<file path="src/byte_stream_pkg.sv">
// Byte type and FIFO occupancy type for the byte streams.

`default_nettype none

package byte_stream_pkg;

    // One data byte on a stream.
    typedef logic [7:0] byte_t;

    // Occupancy from 0 to 16 entries.
    typedef logic [4:0] fifo_level_t;

endpackage

`default_nettype wire

</file>
<file path="src/uart_line_pkg.sv">
// Serial line timing types and the receiver and transmitter state enums.

`default_nettype none

package uart_line_pkg;

    // Clock cycles within one bit time.
    typedef logic [15:0] baud_cnt_t;

    // Data bit index within a frame.
    typedef logic [2:0] bit_cnt_t;

    typedef enum logic [2:0] {
        RX_IDLE  = 3'd0,
        RX_START = 3'd1,
        RX_DATA  = 3'd2,
        RX_STOP  = 3'd3,
        RX_WAIT  = 3'd4
    } rx_state_t;

    typedef enum logic [1:0] {
        TX_IDLE  = 2'd0,
        TX_START = 2'd1,
        TX_DATA  = 2'd2,
        TX_STOP  = 2'd3
    } tx_state_t;

endpackage

`default_nettype wire

</file>
<file path="src/byte_fifo.sv">
// Byte FIFO with valid/ready streams and level-based rts flow control.

`default_nettype none

module byte_fifo #(
    parameter int unsigned FIFO_DEPTH = 8,
    parameter int unsigned RTS_MARGIN = 2
) (
    input  logic                   clk_i,
    input  logic                   arstn_i,
    input  byte_stream_pkg::byte_t s_data_i,
    input  logic                   s_valid_i,
    input  logic                   m_ready_i,
    output logic                   s_ready_o,
    output byte_stream_pkg::byte_t m_data_o,
    output logic                   m_valid_o,
    output logic                   rts_o
);

    import byte_stream_pkg::*;

    localparam int unsigned AW         = $clog2(FIFO_DEPTH);
    localparam fifo_level_t DEPTH_LVL  = fifo_level_t'(FIFO_DEPTH);
    localparam fifo_level_t MARGIN_LVL = fifo_level_t'(RTS_MARGIN);

    byte_t       mem [FIFO_DEPTH];
    logic [AW-1:0] wr_ptr;
    logic [AW-1:0] rd_ptr;
    fifo_level_t level;
    fifo_level_t free_cnt;
    logic        wr_en;
    logic        rd_en;

    assign s_ready_o = (level != DEPTH_LVL);
    assign m_valid_o = (level != '0);
    assign wr_en     = s_valid_i && s_ready_o;
    assign rd_en     = m_valid_o && m_ready_i;

    always_ff @(posedge clk_i or negedge arstn_i) begin
        if (!arstn_i) begin
            wr_ptr <= '0;
            rd_ptr <= '0;
            level  <= '0;
        end else begin
            if (wr_en) begin
                wr_ptr <= wr_ptr + 1'b1; // Depth is a power of two, wraps itself.
            end
            if (rd_en) begin
                rd_ptr <= rd_ptr + 1'b1;
            end
            case ({wr_en, rd_en})
                2'b10:   level <= level + 1'b1;
                2'b01:   level <= level - 1'b1;
                default: level <= level;
            endcase
        end
    end

    always_ff @(posedge clk_i) begin
        if (wr_en) begin
            mem[wr_ptr] <= s_data_i;
        end
    end

    assign m_data_o = mem[rd_ptr];

    // Ask the peer to pause before the last entries fill.
    assign free_cnt = DEPTH_LVL - level;
    assign rts_o    = (free_cnt >= MARGIN_LVL);

endmodule

`default_nettype wire

</file>
<file path="src/uart_echo.sv">
// UART echo top level joining receiver, byte FIFO and transmitter.

`default_nettype none

module uart_echo #(
    parameter int unsigned CLK_FREQ   = 25_000_000,
    parameter int unsigned BAUD_RATE  = 115_200,
    parameter int unsigned FIFO_DEPTH = 8,
    parameter int unsigned RTS_MARGIN = 2
) (
    input  logic clk_i,
    input  logic arstn_i,
    input  logic uart_rx_i,
    input  logic cts_i,
    output logic uart_tx_o,
    output logic rts_o
);

    import byte_stream_pkg::*;

    byte_t rx_byte;
    logic  rx_valid;
    logic  rx_ready;
    byte_t tx_byte;
    logic  tx_valid;
    logic  tx_ready;

    //////////////////////////////
    // Receive path
    //////////////////////////////

    uart_rx #(
        .CLK_FREQ  (CLK_FREQ),
        .BAUD_RATE (BAUD_RATE)
    ) u_rx (
        .clk_i     (clk_i),
        .arstn_i   (arstn_i),
        .uart_rx_i (uart_rx_i),
        .m_ready_i (rx_ready),
        .m_data_o  (rx_byte),
        .m_valid_o (rx_valid)
    );

    byte_fifo #(
        .FIFO_DEPTH (FIFO_DEPTH),
        .RTS_MARGIN (RTS_MARGIN)
    ) u_fifo (
        .clk_i     (clk_i),
        .arstn_i   (arstn_i),
        .s_data_i  (rx_byte),
        .s_valid_i (rx_valid),
        .m_ready_i (tx_ready),
        .s_ready_o (rx_ready),
        .m_data_o  (tx_byte),
        .m_valid_o (tx_valid),
        .rts_o     (rts_o)
    );

    //////////////////////////////
    // Echo path
    //////////////////////////////

    uart_tx #(
        .CLK_FREQ  (CLK_FREQ),
        .BAUD_RATE (BAUD_RATE)
    ) u_tx (
        .clk_i     (clk_i),
        .arstn_i   (arstn_i),
        .s_data_i  (tx_byte),
        .s_valid_i (tx_valid),
        .cts_i     (cts_i),
        .s_ready_o (tx_ready),
        .uart_tx_o (uart_tx_o)
    );

endmodule

`default_nettype wire

</file>
<file path="src/uart_rx.sv">
// UART receiver with mid-bit start check and a valid/ready byte output.

`default_nettype none

module uart_rx #(
    parameter int unsigned CLK_FREQ  = 25_000_000,
    parameter int unsigned BAUD_RATE = 115_200
) (
    input  logic                   clk_i,
    input  logic                   arstn_i,
    input  logic                   uart_rx_i,
    input  logic                   m_ready_i,
    output byte_stream_pkg::byte_t m_data_o,
    output logic                   m_valid_o
);

    import uart_line_pkg::*;
    import byte_stream_pkg::*;

    localparam int unsigned RATIO     = CLK_FREQ / BAUD_RATE;
    localparam baud_cnt_t   BIT_LAST  = baud_cnt_t'(RATIO - 1);
    localparam baud_cnt_t   HALF_LAST = baud_cnt_t'(RATIO / 2 - 1);

    rx_state_t state;
    baud_cnt_t baud_cnt;
    bit_cnt_t  bit_cnt;
    byte_t     shift_q;
    logic      sent_q;
    logic      half_tick;
    logic      bit_tick;

    assign half_tick = (state == RX_START) && (baud_cnt == HALF_LAST);
    assign bit_tick  = (baud_cnt == BIT_LAST);

    //////////////////////////////
    // Frame state machine
    //////////////////////////////

    always_ff @(posedge clk_i or negedge arstn_i) begin
        if (!arstn_i) begin
            state    <= RX_IDLE;
            baud_cnt <= '0;
            bit_cnt  <= '0;
            sent_q   <= 1'b0;
        end else begin
            case (state)
                RX_IDLE: begin
                    baud_cnt <= '0;
                    bit_cnt  <= '0;
                    if (!uart_rx_i) begin
                        state <= RX_START;
                    end
                end
                RX_START: begin
                    if (half_tick) begin
                        baud_cnt <= '0;
                        state    <= uart_rx_i ? RX_IDLE : RX_DATA; // High at mid-bit is a glitch.
                    end else begin
                        baud_cnt <= baud_cnt + 1'b1;
                    end
                end
                RX_DATA: begin
                    if (bit_tick) begin
                        baud_cnt <= '0;
                        bit_cnt  <= bit_cnt + 1'b1;
                        if (bit_cnt == '1) begin
                            state <= RX_STOP;
                        end
                    end else begin
                        baud_cnt <= baud_cnt + 1'b1;
                    end
                end
                RX_STOP: begin
                    if (m_valid_o && m_ready_i) begin
                        sent_q <= 1'b1; // One delivery per byte.
                    end
                    if (bit_tick) begin
                        baud_cnt <= '0;
                        state    <= RX_WAIT;
                    end else begin
                        baud_cnt <= baud_cnt + 1'b1;
                    end
                end
                RX_WAIT: begin
                    sent_q <= 1'b0;
                    state  <= RX_IDLE;
                end
                default: begin
                    state <= RX_IDLE;
                end
            endcase
        end
    end

    //////////////////////////////
    // Data shift register
    //////////////////////////////

    // Samples land at mid-bit, LSB first.
    always_ff @(posedge clk_i) begin
        if ((state == RX_DATA) && bit_tick) begin
            shift_q <= {uart_rx_i, shift_q[7:1]};
        end
    end

    assign m_data_o  = shift_q;
    assign m_valid_o = (state == RX_STOP) && !sent_q;

endmodule

`default_nettype wire

</file>
<file path="src/uart_tx.sv">
// UART transmitter taking bytes by valid/ready and sending 8N1 frames.

`default_nettype none

module uart_tx #(
    parameter int unsigned CLK_FREQ  = 25_000_000,
    parameter int unsigned BAUD_RATE = 115_200
) (
    input  logic                   clk_i,
    input  logic                   arstn_i,
    input  byte_stream_pkg::byte_t s_data_i,
    input  logic                   s_valid_i,
    input  logic                   cts_i,
    output logic                   s_ready_o,
    output logic                   uart_tx_o
);

    import uart_line_pkg::*;
    import byte_stream_pkg::*;

    localparam int unsigned RATIO    = CLK_FREQ / BAUD_RATE;
    localparam baud_cnt_t   BIT_LAST = baud_cnt_t'(RATIO - 1);

    tx_state_t state;
    baud_cnt_t baud_cnt;
    bit_cnt_t  bit_cnt;
    byte_t     shift_q;
    logic      line_q;
    logic      accept;
    logic      bit_tick;

    assign s_ready_o = (state == TX_IDLE) && cts_i; // Peer gates new frames only.
    assign accept    = s_valid_i && s_ready_o;
    assign bit_tick  = (baud_cnt == BIT_LAST);

    always_ff @(posedge clk_i or negedge arstn_i) begin
        if (!arstn_i) begin
            state    <= TX_IDLE;
            baud_cnt <= '0;
            bit_cnt  <= '0;
            line_q   <= 1'b1;
        end else begin
            case (state)
                TX_IDLE: begin
                    baud_cnt <= '0;
                    bit_cnt  <= '0;
                    if (accept) begin
                        line_q <= 1'b0; // Start bit.
                        state  <= TX_START;
                    end
                end
                TX_START: begin
                    if (bit_tick) begin
                        baud_cnt <= '0;
                        line_q   <= shift_q[0];
                        state    <= TX_DATA;
                    end else begin
                        baud_cnt <= baud_cnt + 1'b1;
                    end
                end
                TX_DATA: begin
                    if (bit_tick) begin
                        baud_cnt <= '0;
                        bit_cnt  <= bit_cnt + 1'b1;
                        if (bit_cnt == '1) begin
                            line_q <= 1'b1; // Stop bit.
                            state  <= TX_STOP;
                        end else begin
                            line_q <= shift_q[1];
                        end
                    end else begin
                        baud_cnt <= baud_cnt + 1'b1;
                    end
                end
                TX_STOP: begin
                    if (bit_tick) begin
                        baud_cnt <= '0;
                        state    <= TX_IDLE;
                    end else begin
                        baud_cnt <= baud_cnt + 1'b1;
                    end
                end
                default: begin
                    state <= TX_IDLE;
                end
            endcase
        end
    end

    always_ff @(posedge clk_i) begin
        if (accept) begin
            shift_q <= s_data_i;
        end else if ((state == TX_DATA) && bit_tick) begin
            shift_q <= shift_q >> 1;
        end
    end

    assign uart_tx_o = line_q;

endmodule

`default_nettype wire
</file>
<file path="config.mk">
export PLATFORM = sky130hd
export DESIGN_NAME = uart_echo
export DESIGN_NICKNAME = d
export VERILOG_FILES = /design/src/byte_stream_pkg.sv /design/src/uart_line_pkg.sv /design/src/byte_fifo.sv /design/src/uart_echo.sv /design/src/uart_rx.sv /design/src/uart_tx.sv
export SDC_FILE = /design/constraint.sdc
export NUM_CORES = 1
export LEC_CHECK = 0
export BUFFER_PORTS_ARGS = -buffer_cell sky130_fd_sc_hd__buf_2
export CAP_MARGIN = 20
export CORE_MARGIN = 2
export CORE_UTILIZATION = 60
export DETAILED_ROUTE_END_ITERATION = 10
export HOLD_SLACK_MARGIN = 0.06
export PLACE_DENSITY = 0.78
export SYNTH_ARGS = -nofsm -noshare
export SYNTH_HDL_FRONTEND = slang
export SYNTH_HIERARCHICAL = 1
export SYNTH_SLANG_ARGS = --single-unit
</file>
<file path="constraint.sdc">
create_clock -name clk_i -period 3.3 [get_ports clk_i]
set_input_delay 0.33 -clock clk_i [delete_from_list [all_inputs] [get_ports clk_i]]
set_output_delay 0.33 -clock clk_i [all_outputs]
set_load 0.005 [all_outputs]
</file>
==> results.sh, run 1 <==
export IMPL_synth_most_common_cell="edfxtp_1"
export IMPL_synth_area_top_cells="edfxtp_1 37%, dfrtp_1 21%, mux4_2 5.6%"
export IMPL_clk_pin_slew_ns=0.06
export IMPL_total_power_mw=3.70
export IMPL_start_kind="flop"
export IMPL_synth_top_cell_area_share=0.370
export IMPL_overflow=0
export IMPL_placementRows=37
export IMPL_fmaxAchievable_mhz=316
export IMPL_timing_rr_end="u_fifo/level[4]"
export IMPL_synthArstFlopShare=0.412
export IMPL_antenna_found_initial=0
export IMPL_cts_buffer_depth=2
export IMPL_start_util=0.623
export IMPL_reg2reg_depth=10
export IMPL_synth_cell_area_sq_um=6490
export IMPL_drt_iter0_drc=290
export IMPL_synth_top_cells_by_count="80 x edfxtp_1, 55 x dfrtp_1, 40 x nand2_1"
export IMPL_synth_ff_type="edfxtp_1"
export IMPL_yosys_area_top_type="edfxtp_1"
export IMPL_drtPass1Iterations=5
export IMPL_syn_num_nets=509
export IMPL_core_area_sq_um=10400
export IMPL_ys_seq_area_frac=0.586
export IMPL_grt_max_degree=45
export IMPL_p_leak_nw=2.81
export IMPL_skew_ns=0.00551
export IMPL_fin_crit_sh=0.958
export IMPL_crit_type="reg2reg"
export IMPL_peakVddDrop_mv=0.314
export IMPL_utilization=0.701
export IMPL_via_count=4032
export IMPL_worst_hold_slack_ns=0.161
export IMPL_ant_nets=0
export IMPL_vias_per_cell=6.14
export IMPL_grt_total_usage=0.228
export IMPL_slew_limit_headroom=0.429
export IMPL_syn_avg_cell_area_sq_um=13.4
export IMPL_fin_nets=533
export IMPL_wl_um=12000
export IMPL_hold_class="in2async"
export IMPL_grt_pass1_vias=3886
export IMPL_worst_pin_slew_ns=0.856
export IMPL_cts_setup_buffers=0
export IMPL_finalSetupViolCount=0
export IMPL_num_antenna_cells=0
export IMPL_cts_sinks=136
export IMPL_clk_latency_ns=0.52
export IMPL_clockRootBuffer="clkbuf_8"
export IMPL_ys_ff_latch=136
export IMPL_outcome="finished clean"
export IMPL_place_congestion=0.831
export IMPL_ys_warn_count=6
export IMPL_drive_gt1_frac=0.202
export IMPL_crit_path_end_kind="flop"
export IMPL_drcViolationCount=0
export IMPL_maxSlewViolCount=0
export IMPL_ff2ff_setup_slack_ns=0.14
export IMPL_area_growth_pct=12.6
export IMPL_required_ns=3.70
export IMPL_ys_types=71
export IMPL_tns_ns=0
export IMPL_swShare=0.185
export IMPL_tritoncts="done"
export IMPL_io_pins=6
export IMPL_wl_per_cell_um=18.3
export IMPL_hpwl_um=7800
export IMPL_die_w_um=108
export IMPL_synthCells=484
export IMPL_pwr_share_comb=0.006
export IMPL_powerDensity_nw_per_um2=507
export IMPL_r2r_start="u_fifo/level[1]"
export IMPL_path_max_fanout=7
export IMPL_pwr_share_seq=0.483
export IMPL_ctsResizeCount=0
export IMPL_synth_edf_count=80
export IMPL_grt_pass1_wl_um=19900
export IMPL_p_switching_mw=0.686
export IMPL_rsz0062_at_grt="no"
export IMPL_worstPathArrival_ns=3.56
export IMPL_htreeDepth=4
export IMPL_clockPowerShare=0.511
export IMPL_cts_made_buffers=17
export IMPL_die_y_um=108
export IMPL_hold_viol=0
export IMPL_period_minus_slack_ns=3.16
export IMPL_maxCapViolCount=0
export IMPL_die_area_sq_um=11700
export IMPL_io_buffer_count=5
export IMPL_p_int_mw=3.02
## final cells by class
type | count | area (sq um)
well taps | 136 | 170
flip-flops and latches | 136 | 3800
clock inverters | 13 | 178
multi-input cells | 315 | 2510
inverters | 18 | 67.6
fillers | 663 | 3110
repair buffers | 20 | 153
clock buffers | 19 | 422
## layout by cell type, fill, tap and decap left out, types with 12 or more instances in the layout
cell type / n
mux2_2: 16
nor2_1: 32
inv_1: 16
edfxtp_1: 80
nand3_1: 15
ha_1: 20
xor2_1: 12
dfrtp_1: 55
clkbuf_16: 16
mux4_2: 16
o21ai_0: 23
nand2_1: 40
## critical path: stages, from the launching register on
cell and delay, ns:
dfrtp_1 0.43, inv_1 0.14, ha_1 0.25, or4b_4 0.51, and2_4 0.20, ha_1 0.28, ha_1 0.35, nor2b_1 0.17
or4_1 0.49, nand4_1 0.12, o311ai_1 0.09
## worst max path at each step
| stage | start | to | depth (start not counted) |
|---|---|---|---|
| finish | u_fifo/level[1] | u_fifo/level[4] | 10 |
| global route | u_fifo/level[0] | u_fifo/level[4] | 10 |
| CTS | u_fifo/level[0] | u_fifo/level[4] | 10 |
| detailed placement | u_fifo/level[1] | u_fifo/level[4] | 10 |
| global placement | u_fifo/level[0] | u_fifo/level[4] | 10 |
| floorplan | u_fifo/level[0] | u_fifo/level[4] | 11 |
## flip-flops by register name (all words and copies together) (netlist names), 5 cells and up
register / flops
u_fifo/mem: 64
u_rx/m_data_o: 8
u_fifo/level: 5
u_tx/baud_cnt: 16
u_rx/baud_cnt: 16
u_tx/shift_q: 8
## metrics by stage
stage	setup slack, ns	area [sq um]	instances
final	0.138	7300	657
after CTS	0.179	7280	655
after global routing	0.0292	7300	657
after global placement	0.341	6660	621
after floorplan	0.355	6490	484
after detailed placement	0.208	6660	621
## what timing repair did
action / CTS / global route
endpoints found under the setup margin: 0 / 0
hold endpoints to repair: 43 / 0
hold buffers: 2 / 0
## power by group through the flow
stage                     Combinational [mW]  Sequential [mW]  Clock, mW
final                                 0.0217             1.79       1.89
after global routing                  0.0254             1.79       2.02
after CTS                             0.0199             1.79       1.93
after detailed placement              0.0182             1.82          0
after global placement                0.0176             1.82          0
after floorplan                     0.000668             1.82          0
## logic make-up (layout without fill, tap and decap cells)
kind of cell / after synthesis / in the layout / synth area share
AND/OR/NAND/NOR: 170 / 170 / 0.156
flip-flops: 136 / 136 / 0.586
AO/OA/AOI/OAI: 62 / 62 / 0.0627
multiplexers: 40 / 40 / 0.0964
buffers and inverters: 33 / 70 / 0.0268
XOR/XNOR: 22 / 22 / 0.0297
adder cells (fa/ha/maj): 21 / 21 / 0.0417
## per-layer routing
metal,GRT usage,part of all wire,vias to the layer above
li1,-,-,1883
met1,0.314,0.44,2040
met2,0.360,0.50,100
met3,0.0627,0.052,9
met4,0.0696,0.0090,0
met5,0,0,-
Power figures use the tool's default switching activity.
==> run 2, diff against run 1 <==
--- a/config.mk
+++ b/config.mk
@@ -7,11 +7,13 @@
 export LEC_CHECK = 0
 export BUFFER_PORTS_ARGS = -buffer_cell sky130_fd_sc_hd__buf_2
 export CAP_MARGIN = 20
+export CELL_PAD_IN_SITES_DETAIL_PLACEMENT = 1
+export CELL_PAD_IN_SITES_GLOBAL_PLACEMENT = 1
 export CORE_MARGIN = 2
-export CORE_UTILIZATION = 60
+export CORE_UTILIZATION = 53
 export DETAILED_ROUTE_END_ITERATION = 10
 export HOLD_SLACK_MARGIN = 0.06
-export PLACE_DENSITY = 0.78
+export PLACE_DENSITY = 0.81
 export SYNTH_ARGS = -nofsm -noshare
 export SYNTH_HDL_FRONTEND = slang
 export SYNTH_HIERARCHICAL = 1
==> constraint.sdc (replaced) <==
create_clock -name clk_i -period 3.6 [get_ports clk_i]
set_input_delay 0.36 -clock clk_i [delete_from_list [all_inputs] [get_ports clk_i]]
set_output_delay 0.36 -clock clk_i [all_outputs]
set_load 0.005 [all_outputs]
==> run 2 against run 1 <==
Core utilization is 9.5 points lower. Final cell count rose by 1.1%. Final area down 0.69%. Sequential cell count unchanged. Die area rose by 13%. Non-clock buffer count fell by 4. Clock skew increased by 0.0024 ns. Critical endpoint unchanged. Sequential power is 8% lower. Worst hold slack got worse by 0.0023 ns. Power down 9.7%.
==> results.sh, run 2 (synthesis results as in run 1) <==
export IMPL_cpMostUsedCell="ha_1"
export IMPL_drive_gt1_frac=0.205
export IMPL_largest_register="u_fifo/mem"
export IMPL_setup_ws_ns=0.301
export IMPL_largest_reg_flops=64
export IMPL_holdPathStages=1
export IMPL_start_kind="flop"
export IMPL_period_minus_slack_ns=3.30
export IMPL_clk_pin_slew_ns=0.06
export IMPL_maxCapViolCount=0
export IMPL_worst_path_buf_inv=1
export IMPL_grt_pass1_wl_um=23500
export IMPL_clockRootBuffer="clkbuf_16"
export IMPL_pwr_share_seq=0.490
export IMPL_required_ns=3.88
export IMPL_critical_path_depth=10
export IMPL_wl_per_cell_um=21.7
export IMPL_fin_nets=529
export IMPL_final_common_cell="edfxtp_1"
export IMPL_instances_no_fill=664
export IMPL_via_count=4071
export IMPL_tritoncts="done"
export IMPL_finalSetupViolCount=0
export IMPL_pre_cts_slack_ns=0.416
export IMPL_reg_top3="u_fifo/mem: 64 flops, u_rx/baud_cnt: 16 flops, u_tx/baud_cnt: 16 flops"
export IMPL_r2r_start="u_fifo/level[0]"
export IMPL_hold_class="in2reg"
export IMPL_maxSlewViolCount=0
export IMPL_cts_buffer_depth=2
export IMPL_placementRows=40
export IMPL_fmaxAchievable_mhz=303
export IMPL_peakVddDrop_mv=0.325
export IMPL_worstPathArrival_ns=3.58
export IMPL_antenna_found_initial=0
export IMPL_die_area_sq_um=13100
export IMPL_p_switching_mw=0.680
export IMPL_overflow=0
export IMPL_num_antenna_cells=0
export IMPL_area_growth_pct=11.8
export IMPL_worst_pin_slew_ns=0.989
export IMPL_pwr_share_comb=0.005
export IMPL_ff2ff_setup_slack_ns=0.30
export IMPL_crit_type="reg2reg"
export IMPL_grt_max_degree=36
export IMPL_wl_um=14400
export IMPL_crit_family="simple AND/OR/NAND/NOR gates"
export IMPL_outcome="finished clean"
export IMPL_grt_pass1_vias=4361
export IMPL_cts_setup_buffers=0
export IMPL_crit_path_end_kind="flop"
export IMPL_fin_crit_sh=0.917
export IMPL_tns_ns=0
export IMPL_worstPathCellList="inv_1, ha_1, or4b_4, and2_4, ha_1, ha_1, nor2b_1, or4_1, nand4_1, o311ai_1"
export IMPL_timing_rr_end="u_fifo/level[4]"
export IMPL_start_util=0.542
export IMPL_hpwl_um=9200
export IMPL_ctsResizeCount=0
export IMPL_ant_nets=0
export IMPL_dp_cells=630
export IMPL_swShare=0.203
export IMPL_fillers=1178
export IMPL_die_y_um=115
export IMPL_drtPass1Iterations=4
export IMPL_crit_path_top_delay_cell="or4b_4"
export IMPL_clockPowerShare=0.505
export IMPL_slew_limit_headroom=0.338
export IMPL_worst_hold_path_endpoint="u_rx/m_data_o[7]"
export IMPL_htreeDepth=4
export IMPL_path_max_fanout=7
export IMPL_grt_total_usage=0.242
export IMPL_rsz0062_at_grt="no"
export IMPL_p_int_mw=2.66
export IMPL_cts_made_buffers=17
export IMPL_drcViolationCount=0
export IMPL_cts_sinks=136
export IMPL_io_buffer_count=5
export IMPL_reg2reg_depth=10
export IMPL_drt_iter0_drc=225
export IMPL_clk_latency_ns=0.42
export IMPL_max_stage_delay_ns=0.51
export IMPL_io_pins=6
export IMPL_hold_viol=0
export IMPL_p_leak_nw=2.77
export IMPL_powerDensity_nw_per_um2=461
export IMPL_core_area_sq_um=12000
export IMPL_die_w_um=115
export IMPL_place_congestion=0.823
export IMPL_layout_common_cells="80 x edfxtp_1, 55 x dfrtp_1, 40 x nand2_1"
export IMPL_vias_per_cell=6.13
export IMPL_min_from="uart_rx_i"
export IMPL_skew_ns=0.00795
## run 2: cell count changes in the layout (fill, tap and decap cells not counted), sizes merged
cell,previous run,this run
inv,19,20
dlygate4sd3,2,1
bufinv,4,2
buf,18,15
clkinvlp,2,5
clkinv,6,5
clkbuf,19,18
## run 2: final cells by class
cell class,instances,area (sq um),area share
Clock inverter,14,151,0.0209
Inverter,18,67.6,0.00931
Clock buffer,18,429,0.0592
Multi-Input combinational cell,315,2510,0.346
Tap cell,147,184,0.0254
Timing Repair Buffer,16,108,0.0148
Sequential cell,136,3800,0.524
## run 2: through the flow
stage | hold slack (ns) | util | area (sq um) | power, mW
after floorplan | 0.0644 | - | 6490 | 1.67
after global placement | 0.490 | 0.557 | 6660 | 1.69
after detailed placement | 0.498 | 0.557 | 6660 | 1.69
after CTS | 0.134 | 0.606 | 7250 | 3.38
after global routing | 0.139 | 0.606 | 7250 | 3.44
final | 0.159 | 0.606 | 7250 | 3.34
## run 2: power by group through the flow
stage | combinational, mW | clock (mW) | sequential [mW]
finish | 0.0174 | 1.69 | 1.64
global route | 0.0205 | 1.78 | 1.64
CTS | 0.0184 | 1.73 | 1.64
detailed placement | 0.0174 | 0 | 1.67
global placement | 0.0169 | 0 | 1.67
floorplan | 0.000613 | 0 | 1.67
## run 2: worst max-delay path by stage
| stage | from | to | slack (ns) |
|---|---|---|---|
| final | u_fifo/level[0] | u_fifo/level[4] | 0.30 |
| after global routing | u_fifo/level[0] | u_fifo/level[4] | 0.13 |
| after CTS | u_fifo/level[0] | u_fifo/level[4] | 0.31 |
| after detailed placement | u_fifo/level[0] | u_fifo/level[4] | 0.42 |
| after global placement | u_fifo/level[0] | u_fifo/level[4] | 0.61 |
| after floorplan | u_fifo/level[0] | u_fifo/level[4] | 0.66 |
## run 2: routing by layer
layer,GRT usage,part of all wire,vias up
li1,-,-,1871
met1,0.303,0.43,2067
met2,0.398,0.50,99
met3,0.0635,0.044,34
met4,0.107,0.028,0
met5,0,0,-
## run 2: worst register-to-register path, cell delays in order, from the launching register on
cell      delay (ns)
dfrtp_1         0.43
inv_1           0.15
ha_1            0.26
or4b_4          0.51
and2_4          0.20
ha_1            0.29
ha_1            0.40
nor2b_1         0.21
or4_1           0.49
nand4_1         0.12
o311ai_1        0.11
## run 2: timing repair
action	CTS	global route
hold buffers	1	0
setup endpoints to repair	0	0
hold endpoints to repair	18	0
==> run 3, diff against run 2 <==
--- a/config.mk
+++ b/config.mk
@@ -5,16 +5,15 @@
 export SDC_FILE = /design/constraint.sdc
 export NUM_CORES = 1
 export LEC_CHECK = 0
-export BUFFER_PORTS_ARGS = -buffer_cell sky130_fd_sc_hd__buf_2
+export BUFFER_PORTS_ARGS = -buffer_cell sky130_fd_sc_hd__buf_4
 export CAP_MARGIN = 20
 export CELL_PAD_IN_SITES_DETAIL_PLACEMENT = 1
 export CELL_PAD_IN_SITES_GLOBAL_PLACEMENT = 1
 export CORE_MARGIN = 2
-export CORE_UTILIZATION = 53
+export CORE_UTILIZATION = 52
 export DETAILED_ROUTE_END_ITERATION = 10
 export HOLD_SLACK_MARGIN = 0.06
 export PLACE_DENSITY = 0.81
 export SYNTH_ARGS = -nofsm -noshare
 export SYNTH_HDL_FRONTEND = slang
-export SYNTH_HIERARCHICAL = 1
 export SYNTH_SLANG_ARGS = --single-unit
==> run 3 against run 2 <==
Clock-buffer cell count did not move. Critical path depth rose by 3. Clock skew fell by 0.00096 ns. Die area fell by 2.1%. Sequential cell count did not move. Power rose by 39%. Routed wire length rose by 2.4%. Maximum frequency rose by 0.19%. Area after synthesis fell by 4.0%. Synthesized cell count rose by 0.62%. Highest routed layer unchanged. Critical path type unchanged. Core utilization rose by 0.39 points. Clock power barely moved.
==> results.sh, run 3 <==
export IMPL_htreeDepth=4
export IMPL_fillers=1144
export IMPL_required_ns=3.89
export IMPL_grt_pass1_wl_um=24300
export IMPL_die_w_um=113
export IMPL_synth_top_cell_area_share=0.386
export IMPL_cts_made_buffers=17
export IMPL_worst_path_buf_inv=2
export IMPL_vias_per_cell=6.10
export IMPL_syn_avg_cell_area_sq_um=12.8
export IMPL_synth_most_common_cell="edfxtp_1"
export IMPL_critical_path_depth=13
export IMPL_largest_register="u_fifo.mem"
export IMPL_drcViolationCount=0
export IMPL_peakVddDrop_mv=0.497
export IMPL_wl_um=14800
export IMPL_worstPathCellList="inv_1, ha_1, nand3b_1, o21ai_0, nor3_2, clkinv_1, ha_1, xor2_1, ha_1, and3b_1, o21ai_0, a31oi_1, xor2_1"
export IMPL_synth_area_top_cells="edfxtp_1 39%, dfrtp_1 22%, mux4_2 5.8%"
export IMPL_synth_xor_area_frac=0.0366
export IMPL_area_growth_pct=13.3
export IMPL_cpMostUsedCell="ha_1"
export IMPL_crit_path_end_kind="flop"
export IMPL_hpwl_um=9050
export IMPL_synth_edf_count=80
export IMPL_crit_type="reg2reg"
export IMPL_finalSetupViolCount=0
export IMPL_core_area_sq_um=11600
export IMPL_multi_input_area_sq_um=2280
export IMPL_io_pins=6
export IMPL_crit_family="adder cells"
export IMPL_skew_ns=0.00698
export IMPL_period_minus_slack_ns=3.29
export IMPL_slew_limit_headroom=0.319
export IMPL_num_antenna_cells=0
export IMPL_start_kind="flop"
export IMPL_clk_pin_slew_ns=0.06
export IMPL_synth_ff_type="edfxtp_1"
export IMPL_fmaxAchievable_mhz=304
export IMPL_worstPathArrival_ns=3.58
export IMPL_grt_max_degree=57
export IMPL_fin_crit_sh=0.915
export IMPL_holdPathStages=1
export IMPL_maxSlewViolCount=0
export IMPL_place_congestion=0.778
export IMPL_tns_ns=0
export IMPL_hold_viol=0
export IMPL_overflow=0
export IMPL_tritoncts="done"
export IMPL_reg_top3="u_fifo.mem: 64 flops, u_rx.baud_cnt: 16 flops, u_tx.baud_cnt: 16 flops"
export IMPL_worst_pin_slew_ns=1.01
export IMPL_synth_cell_area_sq_um=6230
export IMPL_layout_common_cells="80 x edfxtp_1, 55 x dfrtp_1, 48 x nand2_1"
export IMPL_ff2ff_setup_slack_ns=0.31
export IMPL_die_y_um=113
export IMPL_drive_gt1_frac=0.145
export IMPL_instances_no_fill=661
export IMPL_synth_simple_gate_area_frac=0.130
export IMPL_synthArstFlopShare=0.412
export IMPL_max_stage_delay_ns=0.53
export IMPL_die_area_sq_um=12900
export IMPL_clk_latency_ns=0.42
export IMPL_grt_total_usage=0.253
export IMPL_placementRows=39
export IMPL_crit_path_top_delay_cell="dfrtp_1"
export IMPL_path_max_fanout=9
export IMPL_ys_seq_area_frac=0.611
export IMPL_regArea_sq_um=3800
export IMPL_final_common_cell="edfxtp_1"
export IMPL_fin_nets=529
export IMPL_ys_warn_count=0
export IMPL_outcome="finished clean"
export IMPL_rsz0062_at_grt="no"
export IMPL_dp_cells=628
export IMPL_drtPass1Iterations=4
export IMPL_via_count=4031
export IMPL_grt_pass1_vias=4502
export IMPL_p_leak_nw=2.74
export IMPL_largest_reg_flops=64
export IMPL_cts_setup_buffers=0
export IMPL_synthCells=487
export IMPL_powerDensity_nw_per_um2=657
export IMPL_maxCapViolCount=0
export IMPL_total_power_mw=4.63
export IMPL_start_util=0.539
export IMPL_drt_iter0_drc=236
export IMPL_antenna_found_initial=0
export IMPL_synth_top_cells_by_count="80 x edfxtp_1, 55 x dfrtp_1, 48 x nand2_1"
export IMPL_min_from="uart_rx_i"
export IMPL_ant_nets=0
export IMPL_r2r_start="u_fifo.level[1]"
export IMPL_reg2reg_depth=13
export IMPL_cts_buffer_depth=2
export IMPL_ys_types=52
export IMPL_synth_top_family_by_area="simple AND/OR/NAND/NOR gates"
export IMPL_timing_rr_end="u_fifo.level[4]"
export IMPL_hold_class="in2reg"
export IMPL_worst_hold_path_endpoint="u_rx.m_data_o[7]"
export IMPL_synthAdderAreaFrac=0.0402
export IMPL_clockRootBuffer="clkbuf_16"
export IMPL_cts_sinks=136
export IMPL_syn_num_nets=511
export IMPL_ys_ff_latch=136
export IMPL_yosys_area_top_type="edfxtp_1"
export IMPL_io_buffer_count=5
export IMPL_synth_compound_area_frac=0.0689
export IMPL_synthMuxAreaShare=0.0890
export IMPL_wl_per_cell_um=22.3
run 3: worst max-delay path by stage:
stage               startpoint         endpoint  slack, ns
6_report       u_fifo.level[1]  u_fifo.level[4]       0.31
5_1_grt        u_fifo.level[1]  u_fifo.level[4]       0.04
4_1_cts        u_fifo.level[1]  u_fifo.level[4]       0.18
3_5_place_dp   u_fifo.level[1]  u_fifo.level[4]       0.33
3_3_place_gp   u_fifo.level[1]  u_fifo.level[4]       0.66
2_1_floorplan  u_fifo.level[1]  u_fifo.level[4]       0.47
run 3: logic make-up after synthesis:
logic type,after synthesis
multiplexers,35
AO/OA/AOI/OAI,69
AND/OR/NAND/NOR,163
buffers and inverters,38
flip-flops,136
XOR/XNOR,26
adder cells (fa/ha/maj),20
run 3: cell type report:
class                   count  share of cell area
multi-input cells         313               0.323
clock inverters            14              0.0207
repair buffers             20              0.0216
well taps                 143              0.0253
clock buffers              18              0.0608
inverters                  17             0.00904
flip-flops and latches    136               0.539
run 3: stage by stage:
stage,hold WS (ns),setup WS [ns],util,instance area (sq um)
3_3_place_gp,0.463,0.660,0.559,6470
2_1_floorplan,0.0644,0.469,-,6230
5_1_grt,0.105,0.0409,0.610,7060
6_report,0.123,0.307,0.610,7060
3_5_place_dp,0.468,0.335,0.559,6470
4_1_cts,0.112,0.177,0.610,7050
run 3: timing repair:
item,CTS,global route
hold endpoints to repair,55,0
gates resized for setup,0,1
endpoints found under the setup margin,0,3
hold buffers,1,0
run 3: report_power, final:
group          internal, mW  leakage [nW]  switching [mW]
combinational         0.450          1.03           0.512
sequential             1.76          1.44           0.195
clock                  1.02         0.269           0.692
total                  3.24          2.74            1.40
run 3: metal layers:
| metal | vias up | wire length, um | track usage |
|---|---|---|---|
| li1 | 1824 | - | - |
| met1 | 2083 | 6150 | 0.321 |
| met2 | 98 | 7780 | 0.430 |
| met3 | 26 | 570 | 0.0632 |
| met4 | 0 | 269 | 0.0837 |
| met5 | - | 0 | 0 |
